## src/include/axi_mem_macros.svh

```systemverilog
/* AXI memory slave build constants
   bus widths, memory depth, transfer slots and the serial stub address */
`ifndef AXI_MEM_MACROS_SVH
`define AXI_MEM_MACROS_SVH

// bus geometry
`define AXI_ID_W 2
`define AXI_ADDR_W 32
`define AXI_DATA_W 64
`define AXI_STRB_W (`AXI_DATA_W / 8)

// memory array holds 2**MEM_WORDS_LOG2 bus words
`define MEM_WORDS_LOG2 8

// one slot per id in each direction
`define NUM_SLOTS 4

// 8250-style stub, data at offset 0 and line status at offset 5
`define SERIAL_ADDR 32'h1000_0000
`define SERIAL_STAT_ADDR (`SERIAL_ADDR + 32'd5)

`endif

```

## src/verilog/axi_mem_pkg.sv

```systemverilog
/* Shared types for the AXI memory slave
   channel structs, transfer record and the burst address rule */
`include "axi_mem_macros.svh"

package axi_mem_pkg;

    typedef logic [`AXI_ID_W-1:0]   axi_id_t;
    typedef logic [`AXI_ADDR_W-1:0] axi_addr_t;
    typedef logic [`AXI_DATA_W-1:0] axi_data_t;
    typedef logic [`AXI_STRB_W-1:0] axi_strb_t;
    typedef logic [7:0]             beat_cnt_t;
    typedef logic [7:0]             serial_byte_t;

    typedef enum logic [1:0] {
        FIXED = 2'd0,
        INCR  = 2'd1,
        WRAP  = 2'd2
    } burst_t;

    typedef struct packed {
        axi_id_t    id;
        axi_addr_t  addr;
        beat_cnt_t  len;
        burst_t     burst;
        logic       lock;
        logic [3:0] cache;
    } ax_req_t;

    typedef struct packed {
        axi_data_t data;
        axi_strb_t strb;
        logic      last;
    } w_beat_t;

    typedef struct packed {
        axi_id_t   id;
        axi_data_t data;
        logic      last;
    } r_beat_t;

    typedef struct packed {
        logic      valid;
        axi_addr_t addr;
        beat_cnt_t len;
        beat_cnt_t cur;
        burst_t    burst;
    } xfer_t;

    // address of beat t.cur within the burst
    function automatic axi_addr_t burst_addr(xfer_t t);
        axi_addr_t sum;
        axi_addr_t mask;
        sum  = t.addr + axi_addr_t'(t.cur) * axi_addr_t'(`AXI_STRB_W);
        // wrap window is len+1 beats, aligned to its own size
        mask = (axi_addr_t'(t.len) + 1) * axi_addr_t'(`AXI_STRB_W) - 1;
        case (t.burst)
            FIXED:   burst_addr = t.addr;
            WRAP:    burst_addr = (t.addr & ~mask) | (sum & mask);
            default: burst_addr = sum;
        endcase
    endfunction

endpackage

```

## src/verilog/write_engine.sv

```systemverilog
/* AXI write engine
   per-id write slots, AW order queue, W beat steering and in-order B */
`include "axi_mem_macros.svh"

module write_engine (
    input  logic                   clk,
    input  logic                   rst_n,
    input  axi_mem_pkg::ax_req_t   aw,
    input  logic                   aw_valid,
    output logic                   aw_ready,
    input  axi_mem_pkg::w_beat_t   w,
    input  logic                   w_valid,
    output logic                   w_ready,
    output axi_mem_pkg::axi_addr_t wr_addr,
    output axi_mem_pkg::axi_data_t wr_data,
    output axi_mem_pkg::axi_strb_t wr_strb,
    output logic                   wr_en,
    output axi_mem_pkg::axi_id_t   b_id,
    output logic                   b_valid,
    input  logic                   b_ready
);

    import axi_mem_pkg::*;

    localparam int QPTR_W = $clog2(`NUM_SLOTS);

    xfer_t                  slots [`NUM_SLOTS];
    logic [`NUM_SLOTS-1:0]  done;
    axi_id_t                q_id [`NUM_SLOTS];
    logic [QPTR_W:0]        q_cnt;
    logic [QPTR_W-1:0]      ins_idx;
    axi_id_t                w_tgt;
    logic                   w_tgt_valid;
    logic                   tgt_last;
    logic                   w_fire;
    logic                   load;
    logic                   b_push;

    assign aw_ready = !slots[aw.id].valid;
    assign load     = aw_valid && aw_ready;

    // oldest queued transfer still waiting for data
    always_comb begin
        w_tgt_valid = 1'b0;
        w_tgt       = '0;
        for (int i = `NUM_SLOTS - 1; i >= 0; i--) begin
            if (i < q_cnt && !done[q_id[i]]) begin
                w_tgt_valid = 1'b1;
                w_tgt       = q_id[i];
            end
        end
    end

    assign w_ready  = w_tgt_valid;
    assign w_fire   = w_valid && w_ready;
    assign tgt_last = (slots[w_tgt].cur == slots[w_tgt].len);
    assign wr_addr  = burst_addr(slots[w_tgt]);
    assign wr_data  = w.data;
    assign wr_strb  = w.strb;
    assign wr_en    = w_fire;

    assign b_push  = (q_cnt != '0) && done[q_id[0]] && (!b_valid || b_ready);
    assign ins_idx = b_push ? QPTR_W'(q_cnt - 1'b1) : QPTR_W'(q_cnt);

    always_ff @(posedge clk or negedge rst_n) begin
        if (!rst_n) begin
            for (int i = 0; i < `NUM_SLOTS; i++) begin
                slots[i] <= '0;
            end
            done <= '0;
        end else begin
            if (w_fire) begin
                slots[w_tgt].cur <= slots[w_tgt].cur + 8'd1;
                if (tgt_last) begin
                    done[w_tgt] <= 1'b1;
                end
            end
            if (b_push) begin
                slots[q_id[0]].valid <= 1'b0;
                done[q_id[0]]        <= 1'b0;
            end
            if (load) begin
                slots[aw.id] <= '{valid: 1'b1, addr: aw.addr, len: aw.len,
                                  cur: '0, burst: aw.burst};
                done[aw.id]  <= 1'b0;
            end
        end
    end

    always_ff @(posedge clk or negedge rst_n) begin
        if (!rst_n) begin
            q_cnt <= '0;
        end else begin
            q_cnt <= q_cnt + (QPTR_W + 1)'(load) - (QPTR_W + 1)'(b_push);
        end
    end

    // head leaves with its B, the new id lands behind the last entry
    always_ff @(posedge clk) begin
        if (b_push) begin
            for (int i = 0; i < `NUM_SLOTS - 1; i++) begin
                q_id[i] <= q_id[i+1];
            end
        end
        if (load) begin
            q_id[ins_idx] <= aw.id;
        end
    end

    always_ff @(posedge clk or negedge rst_n) begin
        if (!rst_n) begin
            b_valid <= 1'b0;
        end else if (b_push) begin
            b_valid <= 1'b1;
        end else if (b_ready) begin
            b_valid <= 1'b0;
        end
    end

    always_ff @(posedge clk) begin
        if (b_push) begin
            b_id <= q_id[0];
        end
    end

    a_wlast_match: assert property (@(posedge clk) disable iff (!rst_n)
        w_fire |-> (w.last == tgt_last));

    a_beat_has_slot: assert property (@(posedge clk) disable iff (!rst_n)
        w_fire |-> slots[w_tgt].valid);

endmodule

```

## config.mk

```make
export PLATFORM = sky130hd
export DESIGN_NAME = write_engine
export DESIGN_NICKNAME = d
export VERILOG_FILES = /design/src/verilog/axi_mem_pkg.sv /design/src/verilog/write_engine.sv
export VERILOG_INCLUDE_DIRS = /design/src /design/src/include
export SDC_FILE = /design/constraint.sdc
export NUM_CORES = 1
export LEC_CHECK = 0
export ABC_CLOCK_PERIOD_IN_PS = 9800
export BUFFER_PORTS_ARGS = -buffer_cell sky130_fd_sc_hd__buf_2
export CAP_MARGIN = 10
export CORE_MARGIN = 2
export CORE_UTILIZATION = 29
export DETAILED_ROUTE_END_ITERATION = 7
export HOLD_SLACK_MARGIN = 0.02
export MAX_ROUTING_LAYER = met4
export PLACE_DENSITY = 0.53
export SETUP_SLACK_MARGIN = 0.05
export SYNTH_ARGS = -nofsm -noshare
export SYNTH_HDL_FRONTEND = slang
export SYNTH_SLANG_ARGS = --single-unit
```

## constraint.sdc

```tcl
create_clock -name clk -period 9.8 [get_ports clk]
set_clock_uncertainty 0.05 [all_clocks]
set_input_delay 2.94 -clock clk [delete_from_list [all_inputs] [get_ports clk]]
set_output_delay 2.94 -clock clk [all_outputs]
set_load 0.005 [all_outputs]
```

; After elaboration in Yosys (flattened, before gate mapping)
; Memory sizes are Yosys's and may differ from the RTL's.
; Cells that the tools add are included.
; Widths: inputs -> output; s select.
[classes]
shifts = 0
eq_ne = 2
n_lt_le_gt_ge = 19
reduce_logical = 24
multipliers = 0
n_div = 0
n_addsub = 7
muxes = 52
bitwise = 12
[op_table]
columns = operator, n
row1 = $bwmux 204, 3
row2 = $mux 204, 3
row3 = $demux 51 s2, 3
row4 = $bmux 51 s2, 2
row5 = $mux 51, 4
row6 = $mux 50, 2
row7 = $and 32x32->32, 2
row8 = $pmux 32 s2, 1
row9 = $add 32x11->32, 1
row10 = $not 32->32, 1
row11 = $or 32x32->32, 1
row12 = $lt 2x3->1 const B, 6
row13 = $mux 1, 17
row14 = $mux 4, 4
row15 = $logic_and 1x1->1, 14
row16 = $sub 12x1->13 const B, 1
row17 = $mux 10, 1
row18 = $mux 2, 5
row19 = $add 8x1->9 const B, 1
row20 = $ge 3x3->1 const B, 3
row21 = $lt 3x1->1 const B, 3
row22 = $not 2->3, 3
row23 = $add 8x1->8 const B, 1
row24 = $and 4x4->4, 2
row25 = 17 further kinds, 32
[word_totals]
latch_bits = 0
mem_bits_rw = 8
romBits = 0
regBits = 214
memories = 1
[mem_list]
columns = memory, words, width, read_ports, rd_clocked_by_memory_dff, write_ports, line_no
row1 = q_id, 4, 2, 4, 0, 4, write_engine.sv:29  ; axi_id_t q_id [`NUM_SLOTS];

; Longest topological paths before layout
; Gate-level depths: netlist of the first run.
[logic_depth]
ltp_word = 19
ltp_mapped = 25

; Worst setup path after synthesis of the first run
; OpenSTA, ideal clock, no wires.
[synth_path]
path_kind = register to output
start = register q_cnt[1]
end = output wr_addr[31]
arrival_time_ps = 5042
slack_ps = 1768
required_time_ps = 6810
stages_incl_launch_ff = 23
cell_sequence = dfrtp_1 > inv_1 > ha_1 > buf_2 > nor2b_1 > o32ai_1 > a31oi_1 > nor2_2 > clkbuf_1 > buf_1 > clkbuf_1 > buf_1 > a31oi_1 > ha_1 > ha_1 > a21o_1 > a311o_1 > a311oi_2 > o31ai_2 > a21oi_2 > buf_6 > nand4b_1 > xnor2_1
[synth_between]
elab_chain_cells = 16
elab_cells_between_ends = 26
classes_between = add/sub (3) / order compare (4) / eq/ne (1) / mux (8) / bitwise (5) / reduce/logical (5)
[synth_rtl]
columns = item, line_no
row1 = start: declaration, write_engine.sv:30  ; logic [QPTR_W:0] q_cnt;
row2 = start signal: assignment, write_engine.sv:94  ; q_cnt <= q_cnt + (QPTR_W + 1)'(load) - (QPTR_W + 1)'(b_push);
row3 = $lt 2x3->1, write_engine.sv:47  ; if (i < q_cnt && !done[q_id[i]]) begin
row4 = $logic_and 1x1->1, write_engine.sv:47
row5 = $mux 2 (3 in series), write_engine.sv:47
row6 = $mux 2 (*), write_engine.sv:47
row7 = $not 2->3 (not written as such) (*), write_engine.sv:57  ; assign wr_addr = burst_addr(slots[w_tgt]);
row8 = $bmux 51 s2 (*), write_engine.sv:57
row9 = $mux 50 (*) (2 in series), --
row10 = $add 8x1->9, axi_mem_pkg.sv:55  ; mask = (axi_addr_t'(t.len) + 1) * axi_addr_t'(`AXI_STRB_W) - 1;
row11 = $sub 12x1->13, axi_mem_pkg.sv:55
row12 = $not 32->32, axi_mem_pkg.sv:58  ; WRAP: burst_addr = (t.addr & ~mask) | (sum & mask);
row13 = $and 32x32->32, axi_mem_pkg.sv:58
row14 = $or 32x32->32, axi_mem_pkg.sv:58
row15 = $pmux 32 s2 (*), axi_mem_pkg.sv:56  ; case (t.burst)
row16 = end: declaration, write_engine.sv:14  ; output axi_mem_pkg::axi_addr_t wr_addr,
; Every way passes the cells marked *; elsewhere a longest branch is shown, timed or not. The select of a mux whose other input is x is not followed.

; Worst setup path in the final report of the first run
[layout_path]
start = register q_cnt[1]
end = output wr_addr[25]
; The elaborated chain is that of the path after synthesis.

==> results of run 1 <==
-- per-layer routing --
layer	GRT usage, %	vias to the layer above	part of all wire (%)
li1	-	4931	-
met4	4.84	0	2.1
met2	26.2	241	47
met5	-	-	0
met1	21.6	5245	46
met3	1.79	54	4.0
-- path summary, 6_finish.rpt --
| path | end | cells past startpoint | start |
|---|---|---|---|
| setup / recovery | wr_addr[25] | 17 | q_cnt[1] |
| hold / removal | slots[1] | 2 | slots[1] |
| setup reg to reg | done[0] | 14 | q_cnt[1] |
| hold reg to reg | slots[1] | 2 | slots[1] |
| max in group asynchronous | slots[38] | 2 | rst_n |
| min in group asynchronous | slots[101] | 1 | rst_n |
-- state kept, by name, summed over array words and instances (netlist names) --
name     count
b_valid      1
q_cnt        3
q_id         8
b_id         2
slots      204
done         4
-- synth_stat cells (all sizes together) (3+ instances only) --
cell type and number:
nor3b 7, nor4b 3, ha 11, o31ai 9, nand3 54, a22oi 22, nor2 62, o311ai 21
clkbuf 63, edfxtp 10, nor4bb 3, mux4 3, or3 4, or2 4, xnor2 31, a211oi 48
buf 106, inv 38, nand2b 3, and2 10, a31oi 34, xor2 26, a32oi 3, a31o 18
o21ai 38, a21o 5, nor4 7, nand2 280, mux2i 23, and3 30, nor2b 5, nand4 27
nor3 13, a221oi 3, dfrtp 212, mux2 135, a21oi 13
-- cell families (layout without fill, tap and decap cells) --
family	Yosys count	in the layout
compound gates	240	240
xor+xnor	57	57
fa+ha+maj	14	14
buf+inv	207	204
flops	222	222
mux	161	161
other cells	0	2
simple gates	519	519
-- final cells by class --
| class | count | area [µm²] |
|---|---|---|
| Sequential cell | 222 | 5610 |
| Multi-Input combinational cell | 991 | 6790 |
| Timing Repair Buffer | 122 | 723 |
| Antenna cell | 2 | 5.00 |
| Fill cell | 4691 | 30700 |
| Clock buffer | 32 | 693 |
| Clock inverter | 12 | 179 |
| Tap cell | 600 | 751 |
| Inverter | 38 | 143 |
-- critical path: cells and delay by family (launching register included) --
family                     cells  cell delay [ns]
xor gates and xnor gates       1             0.15
and+or+nand+nor                4             1.10
DFF                            1             0.44
buffers and inverters          3             0.61
AOI/OAI and AO/OA              6             2.15
adders and majority gates      3             1.09
-- stage by stage --
stage / utilization [%] / hold slack, ns / setup slack, ns / cell area (µm²) / instances
after floorplan: - / 0.371 / 1.77 / 13500 / 1420
after global placement: 30.7 / 0.405 / 1.30 / 14000 / 1973
after detailed placement: 30.7 / 0.410 / 1.28 / 14000 / 1973
after CTS: 32.6 / 0.427 / 0.684 / 14900 / 2017
after global routing: 32.7 / 0.449 / 0.347 / 14900 / 2019
final: 32.7 / 0.423 / 0.730 / 14900 / 2019
-- placed cells by master, fill, tap and decap left out, types with 35 or more instances in the layout --
master,Yosys,final
sky130_fd_sc_hd__nand2_1,280,279
sky130_fd_sc_hd__dfrtp_1,212,212
sky130_fd_sc_hd__mux2_2,134,134
sky130_fd_sc_hd__buf_2,25,85
sky130_fd_sc_hd__nor2_1,61,61
sky130_fd_sc_hd__nand3_1,53,53
sky130_fd_sc_hd__a211oi_1,48,48
sky130_fd_sc_hd__o21ai_0,38,38
sky130_fd_sc_hd__inv_1,37,37
sky130_fd_sc_hd__buf_4,74,35
==> summary.md, run 1 <==
| Metric | Value |
|---|---|
| Final setup viols | `0` |
| Post-detailed-route wirelength per cell | `about 19 µm` |
| EDFF count, synth | `10` |
| TritonCTS sink count | `between 200 and 250` |
| Maximum number of pins on one net before global-route repair | `85` |
| Average vias per placed instance | `slightly above 5` |
| Summed instance area of the synthesized netlist | `around 13000 µm²` |
| Routability congestion estimate | `between 0.8 and 0.9` |
| Number of ports placed on the die boundary | `237` |
| Mux cell area share after synthesis | `a little over an eighth` |
| Global-route wire length before repair | `between 60000 and 70000 µm` |
| Quantity of hold-fixing buffers added after cts | `0` |
| RSZ-0062 raised after global routing | `no` |
| CP arrival | `6.08 ns` |
| Cell with the biggest individual delay on the critical path | `sky130_fd_sc_hd__a21o_2` |
| TritonCTS clock tree | `yes` |
| Hold Path Class | `flop to flop` |
| Drt drc | `0` |
| CTS HTree Levels | `1` |
| Bufs on Longest Clock Path | `3` |
| Total number of vias | `10.5k` |
| Total Routed Length | `approximately 38000 µm` |
| Share of the cycle needed by the critical path after routing | `92.6%` |
| DRC violation total after the first TritonRoute iteration | `836` |
| Reported max-cap violation count | `0` |
| Clock latency at the later pin of the worst-skew pair | `0.54 ns` |
| Number of antenna violations at the first check in global routing | `2` |
| Fraction of the mapped netlist area in compound gates | `13.5%` |
| Critical Path Fanout Max | `16` |
| Yosys cell types | `between 80 and 90` |
| Cell Rows | `78` |
| CP Capture Type | `output pin` |
| Chip width | `between 200 and 250 µm` |
| Final max-slew violation count | `0` |
| Area Overhead vs Synth | `10.6%` |
| Seq/Total Area, Yosys | `approximately two fifths` |
| Detailed placement HPWL | `23900 µm` |
| Final Critical Period | `a little over 9 ns` |
| Highest cell delay on the worst timing path | `0.56 ns` |
| Cell accounting for the most synthesized area | `sky130_fd_sc_hd__dfrtp_1` |
| Count of yosys warnings during synthesis | `0` |
| Clk slew on worst S/H paths | `0.06 ns` |
| #FFs+latches synth | `222` |
| Gate count after technology mapping | `1420` |
| Most common cell type on the critical path | `sky130_fd_sc_hd__ha_1` |
| Yosys top cell area share | `39.4%` |
| Xor and xnor fraction of the mapped netlist area | `under 10%` |
| Critical Path Start Type | `flop` |
| Floorplan Core Area | `approximately 46000 µm²` |
| Mapped Nets | `~1.6k` |
| Root Buffer Master | `sky130_fd_sc_hd__clkbuf_16` |
| Highest clock rate | `0.110 GHz` |
| Outcome | `finished clean` |
| Total of buffers placed on input and output ports | `86` |
| Slack of the worst reg-to-reg path | `4.85 ns` |
| Post-synthesis simple-gate area fraction | `17.9%` |
| Mean instance size in the synthesized netlist | `9.48 µm²` |
| Combinational family with the most area after synthesis | `simple AND/OR/NAND/NOR gates` |
| Number of post-CTS setup repair buffers | `0` |
| Total negative slack for setup checks | `0 ns` |
| Tot GR Track Use | `16.3%` |
| Number of global-route vias before repair | `10.6k` |
| Layout net count | `between 1.5k and 2k` |
| Count of instances resized after the clock tree is built | `0` |
| Die footprint | `48100 µm²` |
| Endpoint required time on the critical path | `6.81 ns` |
| Share of cells above drive strength 1 | `25.0%` |
| Number of nets with antenna violations after detailed routing | `0` |
| DR pass1 iterations | `5` |
| Post-synth ARST share | `95.5%` |
| Transition at the pin with the smallest max-transition slack | `0.933 ns` |
| Remaining global-route overflow | `0` |
| Series of cell instances along the critical path | `inv_1, ha_1, nand2b_1, and3_1, nor2_1, a21o_2, a32oi_4, ha_1, maj3_2, a311o_1, a311oi_2, o31ai_2, a21oi_2, buf_4, nand3b_1, xnor2_1, buf_2` |
| Largest cells by area after synthesis | `sky130_fd_sc_hd__dfrtp_1 (39%), sky130_fd_sc_hd__mux2_2 (11%), sky130_fd_sc_hd__nand2_1 (7.8%), sky130_fd_sc_hd__buf_4 (4.1%), sky130_fd_sc_hd__a211oi_1 (2.7%)` |
| Leading register cell type out of synthesis | `sky130_fd_sc_hd__dfrtp_1` |
| Critical setup path kind | `flop to output pin` |
| TritonCTS Buffers | `25` |
| Effective utilization at floorplan | `~30%` |
| Relative slew margins | `around 38%` |
| Vertical die dimension | `219 µm` |
| Number of hold-slack violations in the final timing report | `0` |
| Adder-cell share of the synthesized area | `1.33%` |
Power of run 1 is not shown: default switching activity piles up to over one toggle a cycle in this logic, so the estimate is an artifact.
==> inputs of run 2 (changes only) <==
--- a/config.mk
+++ b/config.mk
@@ -14,7 +14,6 @@
 export DETAILED_ROUTE_END_ITERATION = 7
 export HOLD_SLACK_MARGIN = 0.02
 export MAX_ROUTING_LAYER = met4
-export PLACE_DENSITY = 0.53
 export SETUP_SLACK_MARGIN = 0.05
 export SYNTH_ARGS = -nofsm -noshare
 export SYNTH_HDL_FRONTEND = slang
==> run 2 against run 1 <==
Cell count about the same. Design area shrank 0.15%. Non-clock buffer count shrank 1. Critical path type unchanged. Critical endpoint is now wr_addr[29]. Largest cell class unchanged. Highest routed layer unchanged.
==> summary.md, run 2 (synthesis results as in run 1) <==
| Metric | Value |
|---|---|
| Series of cell instances along the critical path | `inv_1, ha_1, nand2b_1, and3_1, nor2_1, a21o_2, buf_4, a211oi_1, a31o_2, nor4_1, nand2_1, nor2_1, and2_1, nor3b_1, xnor2_1, buf_2 (was inv_1, ha_1, nand2b_1, and3_1, nor2_1, a21o_2, a32oi_4, ha_1, maj3_2, a311o_1, a311oi_2, o31ai_2, a21oi_2, buf_4, nand3b_1, xnor2_1, buf_2)` |
| Critical setup path kind | `flop to output pin (unchanged)` |
| Number of post-CTS setup repair buffers | `0 (unchanged)` |
| Endpoint of the worst hold path | `slots[50] (was slots[1])` |
| Most common cell type on the critical path | `sky130_fd_sc_hd__nor2_1 (was sky130_fd_sc_hd__ha_1)` |
| Global-route wire length before repair | `60500 µm (was 60400 µm)` |
| Commonest non-fill, non-tap cells in the layout | `sky130_fd_sc_hd__nand2_1 (279), sky130_fd_sc_hd__dfrtp_1 (212), sky130_fd_sc_hd__mux2_2 (134) (unchanged)` |
| Worst Hold Margin | `0.422 ns (was 0.423 ns)` |
| Share of cells above drive strength 1 | `24.7% (was 25.0%)` |
| Total of buffers placed on input and output ports | `86 (unchanged)` |
| Commonest non-fill, non-tap cell in the layout | `sky130_fd_sc_hd__nand2_1 (unchanged)` |
| Register containing the most flip-flops in the final layout | `slots (unchanged)` |
| Total negative slack for setup checks | `0 ns (unchanged)` |
| Detailed placement HPWL | `24100 µm (was 23900 µm)` |
| Outcome | `finished clean (unchanged)` |
| Worst-case reg-to-reg path depth | `14 (unchanged)` |
| Root Buffer Master | `sky130_fd_sc_hd__clkbuf_16 (unchanged)` |
| CTS HTree Levels | `1 (unchanged)` |
| Start point of the critical path | `q_cnt[1] (unchanged)` |
| Floorplan Core Area | `45600 µm² (unchanged)` |
| Post-detailed-route wirelength per cell | `18.7 µm (about the same)` |
| Endpoint of the worst-slack reg-to-reg timing path | `done[1] (was done[0])` |
| Cell with the biggest individual delay on the critical path | `sky130_fd_sc_hd__a21o_2 (unchanged)` |
| Fill cell instance count of the final layout | `4630 (was 4691)` |
| Quantity of hold-fixing buffers added after cts | `0 (unchanged)` |
| Worst path buffer plus inverter count | `3 (unchanged)` |
| Share of the cycle needed by the critical path after routing | `93.8% (was 92.6%)` |
| Cells on Worst Hold Path | `2 (unchanged)` |
| Finished Layout Cells | `2018 (was 2019)` |
| Total number of vias | `10.6k (was 10.5k)` |
| Clk slew on worst S/H paths | `0.06 ns (about the same)` |
| Highest cell delay on the worst timing path | `0.67 ns (was 0.56 ns)` |
| Effective utilization at floorplan | `29.5% (unchanged)` |
| Routability congestion estimate | `0.827 (was 0.841)` |
| Bufs on Longest Clock Path | `3 (unchanged)` |
| Clock latency at the later pin of the worst-skew pair | `0.55 ns (was 0.54 ns)` |
| CP arrival | `6.20 ns (was 6.08 ns)` |
| RSZ-0062 raised after global routing | `no (unchanged)` |
| Endpoint required time on the critical path | `6.81 ns (about the same)` |
| Number of hold-slack violations in the final timing report | `0 (unchanged)` |
| Remaining global-route overflow | `0 (unchanged)` |
| Critical Path Start Type | `flop (unchanged)` |
| Flip-flop count of the largest register, all copies and words added | `204 (unchanged)` |
| Tot GR Track Use | `16.2% (was 16.3%)` |
| Layout net count | `1537 (was 1539)` |
| DR pass1 iterations | `5 (unchanged)` |
| TritonCTS sink count | `222 (unchanged)` |
| Reg2reg start | `q_cnt[1] (unchanged)` |
| CP Capture Type | `output pin (unchanged)` |
| Worst path top cell family by delay | `simple AND/OR/NAND/NOR gates (was compound AO/OA/AOI/OAI gates)` |
| Drt drc | `0 (unchanged)` |
| Maximum number of pins on one net before global-route repair | `94 (was 85)` |
| TritonCTS Buffers | `24 (was 25)` |
| Area Overhead vs Synth | `10.4% (was 10.6%)` |
| Placed cell count | `1972 (was 1973)` |
| Count of instances resized after the clock tree is built | `0 (unchanged)` |
| DRC violation total after the first TritonRoute iteration | `801 (was 836)` |
| Vertical die dimension | `219 µm (unchanged)` |
| Final setup viols | `0 (unchanged)` |
| Critical Path Fanout Max | `34 (was 16)` |
| Start point of the worst hold path | `slots[50] (was slots[1])` |
| Chip width | `219 µm (unchanged)` |
| Slack of the worst reg-to-reg path | `4.66 ns (was 4.85 ns)` |
| Number of nets with antenna violations after detailed routing | `0 (unchanged)` |
| Highest clock rate | `0.109 GHz (was 0.110 GHz)` |
| Average vias per placed instance | `5.24 (was 5.19)` |
| Transition at the pin with the smallest max-transition slack | `0.936 ns (was 0.933 ns)` |
| Final max-slew violation count | `0 (unchanged)` |
| Cell Rows | `78 (unchanged)` |
| Number of global-route vias before repair | `10.8k (was 10.6k)` |
| Total Routed Length | `37800 µm (about the same)` |
| Top flop regs | `slots: 204 flops, q_id: 8 flops, done: 4 flops (unchanged)` |
| Die footprint | `48100 µm² (unchanged)` |
| Hold Path Class | `flop to flop (unchanged)` |
| Relative slew margins | `37.6% (was 37.8%)` |
| Number of antenna violations at the first check in global routing | `3 (was 2)` |
| TritonCTS clock tree | `yes (unchanged)` |
| Final Critical Period | `9.19 ns (was 9.07 ns)` |
| Number of ports placed on the die boundary | `237 (unchanged)` |
| Reported max-cap violation count | `0 (unchanged)` |
-- run 2: cell count changes in the layout (fill, tap and decap cells not counted), moves of 2 or more --
cell	change
sky130_fd_sc_hd__clkbuf_1	+3
sky130_fd_sc_hd__clkbuf_8	+2
sky130_fd_sc_hd__inv_6	-2
sky130_fd_sc_hd__clkinv_4	-3
-- run 2: worst max-delay path by stage --
| stage | end | cells past startpoint |
|---|---|---|
| floorplan | wr_addr[31] | 22 |
| global placement | wr_addr[29] | 16 |
| detailed placement | wr_addr[29] | 16 |
| CTS | wr_addr[29] | 16 |
| global route | wr_addr[29] | 16 |
| finish | wr_addr[29] | 16 |
-- run 2: per-layer routing --
metal | share of wire, % | track usage (%)
met1 | 44 | 20.6
met2 | 48 | 26.7
met3 | 5.2 | 2.16
met4 | 2.5 | 5.27
met5 | 0 | -
-- run 2: worst min-delay path: cells and delay by family, from the launching register on --
family,cells,cell delay (ns)
DFF,1,0.34
and+or+nand+nor,2,0.10
-- run 2: through the flow --
stage | area [µm²] | worst slack (ns) | utilization, %
final | 14900 | 0.609 | 32.6
after global routing | 14900 | 0.0764 | 32.6
after CTS | 14900 | 0.549 | 32.6
after detailed placement | 14000 | 1.19 | 30.7
after global placement | 14000 | 1.28 | 30.7
after floorplan | 13500 | 1.77 | -
-- run 2: cell type report --
| type | count | area [µm²] | share of cell area [%] |
|---|---|---|---|
| multi-input combinational | 991 | 6790 | 45.7 |
| tap | 600 | 751 | 5.05 |
| clock inverter | 8 | 176 | 1.19 |
| clock buffer | 35 | 693 | 4.66 |
| sequential | 222 | 5610 | 37.7 |
| inverter | 38 | 143 | 0.960 |
| antenna | 3 | 7.51 | 0.0505 |
| timing repair buffer | 121 | 702 | 4.72 |
Power of run 2 is left out for the same reason.
==> inputs of run 3 (changes only) <==
--- a/config.mk
+++ b/config.mk
@@ -14,6 +14,8 @@
 export DETAILED_ROUTE_END_ITERATION = 7
 export HOLD_SLACK_MARGIN = 0.02
 export MAX_ROUTING_LAYER = met4
+export PLACE_DENSITY = 0.58
+export RECOVER_POWER = 50
 export SETUP_SLACK_MARGIN = 0.05
 export SYNTH_ARGS = -nofsm -noshare
 export SYNTH_HDL_FRONTEND = slang
==> run 3 against run 2 <==
The run now ends with capacitance limit, slew limit left. Global-route usage down 0.30 points. Non-clock buffer count up 3. Register-to-register slack better by 0.24 ns. First-iteration DRC count down 3.0%. Die area unchanged. Utilization down 0.23 points. Via count down 0.43%. Worst hold slack better by 0.0032 ns. Highest routed layer unchanged.
==> summary.md, run 3 (synthesis results as in run 1) <==
| Metric | Value |
|---|---|
| Quantity of hold-fixing buffers added after cts | `0 (unchanged)` |
| Final cell utilization of the core | `32.4% (was 32.6%)` |
| Endpoint required time on the critical path | `6.81 ns (about the same)` |
| Cell with the biggest individual delay on the critical path | `sky130_fd_sc_hd__mux2i_1 (was sky130_fd_sc_hd__a21o_2)` |
| Maximum number of pins on one net before global-route repair | `88 (was 94)` |
| Number of post-CTS setup repair buffers | `0 (unchanged)` |
| Area Overhead vs Synth | `9.65% (was 10.4%)` |
| Root Buffer Master | `sky130_fd_sc_hd__clkbuf_16 (unchanged)` |
| Chip width | `219 µm (unchanged)` |
| Flip-flop count of the largest register, all copies and words added | `204 (unchanged)` |
| Violated checks | `capacitance limit, slew limit` |
| Final Critical Period | `9.25 ns (was 9.19 ns)` |
| Number of nets with antenna violations after detailed routing | `0 (unchanged)` |
| Placement Setup Slack | `1.27 ns (was 1.19 ns)` |
| Highest clock rate | `0.108 GHz (was 0.109 GHz)` |
| TritonCTS Buffers | `24 (unchanged)` |
| Post-detailed-route wirelength per cell | `18.6 µm (was 18.7 µm)` |
| Outcome | `finished, violations left (was finished clean)` |
| Critical Path Start Type | `flop (unchanged)` |
| Floorplan Core Area | `45600 µm² (unchanged)` |
| Critical setup path kind | `flop to output pin (unchanged)` |
| RSZ-0062 raised after global routing | `no (unchanged)` |
| Bufs on Longest Clock Path | `3 (unchanged)` |
| Drt drc | `0 (unchanged)` |
| Commonest non-fill, non-tap cell in the layout | `sky130_fd_sc_hd__nand2_1 (unchanged)` |
| DRC violation total after the first TritonRoute iteration | `777 (was 801)` |
| TritonCTS clock tree | `yes (unchanged)` |
| Worst path top cell family by delay | `simple AND/OR/NAND/NOR gates (unchanged)` |
| Layout net count | `1540 (was 1537)` |
| Transition at the pin with the smallest max-transition slack | `3.99 ns (was 0.936 ns)` |
| Series of cell instances along the critical path | `inv_1, ha_1, nand2b_1, buf_4, and3_1, nor2_1, a21oi_4, mux2i_1, inv_2, ha_1, nor4_1, a22o_1, o2111ai_1, o22ai_1, buf_4, and2_1, nor3b_1, xnor2_1, buf_2 (was inv_1, ha_1, nand2b_1, and3_1, nor2_1, a21o_2, buf_4, a211oi_1, a31o_2, nor4_1, nand2_1, nor2_1, and2_1, nor3b_1, xnor2_1, buf_2)` |
| Worst path buffer plus inverter count | `5 (was 3)` |
| Total of buffers placed on input and output ports | `86 (unchanged)` |
| Count of instances resized after the clock tree is built | `0 (unchanged)` |
| Tot GR Track Use | `15.9% (was 16.2%)` |
| CP arrival | `6.26 ns (was 6.20 ns)` |
| Register containing the most flip-flops in the final layout | `slots (unchanged)` |
| Total negative slack for setup checks | `0 ns (unchanged)` |
| Effective utilization at floorplan | `29.5% (unchanged)` |
| Fill cell instance count of the final layout | `4728 (was 4630)` |
| Critical Path Fanout Max | `22 (was 34)` |
| Reported max-cap violation count | `5 (was 0)` |
| Detailed placement HPWL | `23800 µm (was 24100 µm)` |
| Number of ports placed on the die boundary | `237 (unchanged)` |
| Share of the cycle needed by the critical path after routing | `94.4% (was 93.8%)` |
| Total number of vias | `10.5k (was 10.6k)` |
| Share of cells above drive strength 1 | `24.0% (was 24.7%)` |
| Cell Rows | `78 (unchanged)` |
| Commonest non-fill, non-tap cells in the layout | `sky130_fd_sc_hd__nand2_1 (279), sky130_fd_sc_hd__dfrtp_1 (212), sky130_fd_sc_hd__mux2_2 (134) (unchanged)` |
| Vertical die dimension | `219 µm (unchanged)` |
| Final setup viols | `0 (unchanged)` |
| Hold Path Class | `flop to flop (unchanged)` |
| Number of hold-slack violations in the final timing report | `0 (unchanged)` |
| Routability congestion estimate | `0.831 (was 0.827)` |
| Worst Hold Margin | `0.425 ns (was 0.422 ns)` |
| Average vias per placed instance | `5.21 (was 5.24)` |
| Worst setup slack after layout | `0.549 ns (was 0.609 ns)` |
| Highest cell delay on the worst timing path | `0.52 ns (was 0.67 ns)` |
| Number of global-route vias before repair | `10.5k (was 10.8k)` |
| Global-route wire length before repair | `59300 µm (was 60500 µm)` |
| Die footprint | `48100 µm² (unchanged)` |
| Clk slew on worst S/H paths | `0.06 ns (about the same)` |
| Final max-slew violation count | `272 (was 0)` |
| CTS HTree Levels | `1 (unchanged)` |
| Remaining global-route overflow | `0 (unchanged)` |
| Top flop regs | `slots: 204 flops, q_id: 8 flops, done: 4 flops (unchanged)` |
| Relative slew margins | `-166% (was 37.6%)` |
| DR pass1 iterations | `6 (was 5)` |
| TritonCTS sink count | `222 (unchanged)` |
| Total Routed Length | `37600 µm (was 37800 µm)` |
| CP Capture Type | `output pin (unchanged)` |
| Clock latency at the later pin of the worst-skew pair | `0.55 ns (about the same)` |
| Number of antenna violations at the first check in global routing | `4 (was 3)` |
-- run 3: cell count changes in the layout (fill, tap and decap cells not counted), sizes merged --
cell	before	now
bufinv	5	1
clkinvlp	0	1
diode	3	4
inv	38	39
buf	120	112
clkinv	3	4
clkbuf	36	46
-- run 3: metrics by stage --
| step | std cells | instance area [µm²] |
|---|---|---|
| floorplan | 1420 | 13500 |
| global placement | 1974 | 14000 |
| detailed placement | 1974 | 14000 |
| CTS | 2015 | 14800 |
| global route | 2020 | 14800 |
| finish | 2020 | 14800 |
-- run 3: path summary, 6_finish.rpt --
| check | start | endpoint | slack [ns] | cells after the start |
|---|---|---|---|---|
| setup reg to reg | q_cnt[1] | done[0] | 4.90 | 16 |
| max in group asynchronous | rst_n | slots[20] | 1.52 | 3 |
| hold / removal | slots[46] | slots[46] | 0.43 | 2 |
| hold reg to reg | slots[46] | slots[46] | 0.43 | 2 |
| min in group asynchronous | rst_n | slots[82] | 3.72 | 1 |
| setup / recovery | q_cnt[1] | wr_addr[29] | 0.55 | 19 |
-- run 3: per-layer routing --
| layer | up-vias | wire (µm) | global-route usage, % |
|---|---|---|---|
| met5 | - | 0 | - |
| met4 | 0 | 1050 | 5.74 |
| met3 | 73 | 1900 | 1.93 |
| met2 | 279 | 17500 | 25.4 |
| met1 | 5249 | 17200 | 20.7 |
| li1 | 4929 | - | - |
-- run 3: area by class of cell --
type / instances / area (µm²) / share of cell area [%]
multi-input combinational: 991 / 6780 / 45.9
clock buffer: 34 / 698 / 4.73
clock inverter: 7 / 80.1 / 0.543
tap: 600 / 751 / 5.09
inverter: 38 / 143 / 0.967
sequential: 222 / 5610 / 38.0
timing repair buffer: 124 / 694 / 4.71
antenna: 4 / 10.0 / 0.0678
-- run 3: worst min-delay path: cells and delay by family, from the launching register on --
family        cells  cell delay, ns
simple gates      2            0.10
flops             1            0.34
Power of run 3 is left out for the same reason.
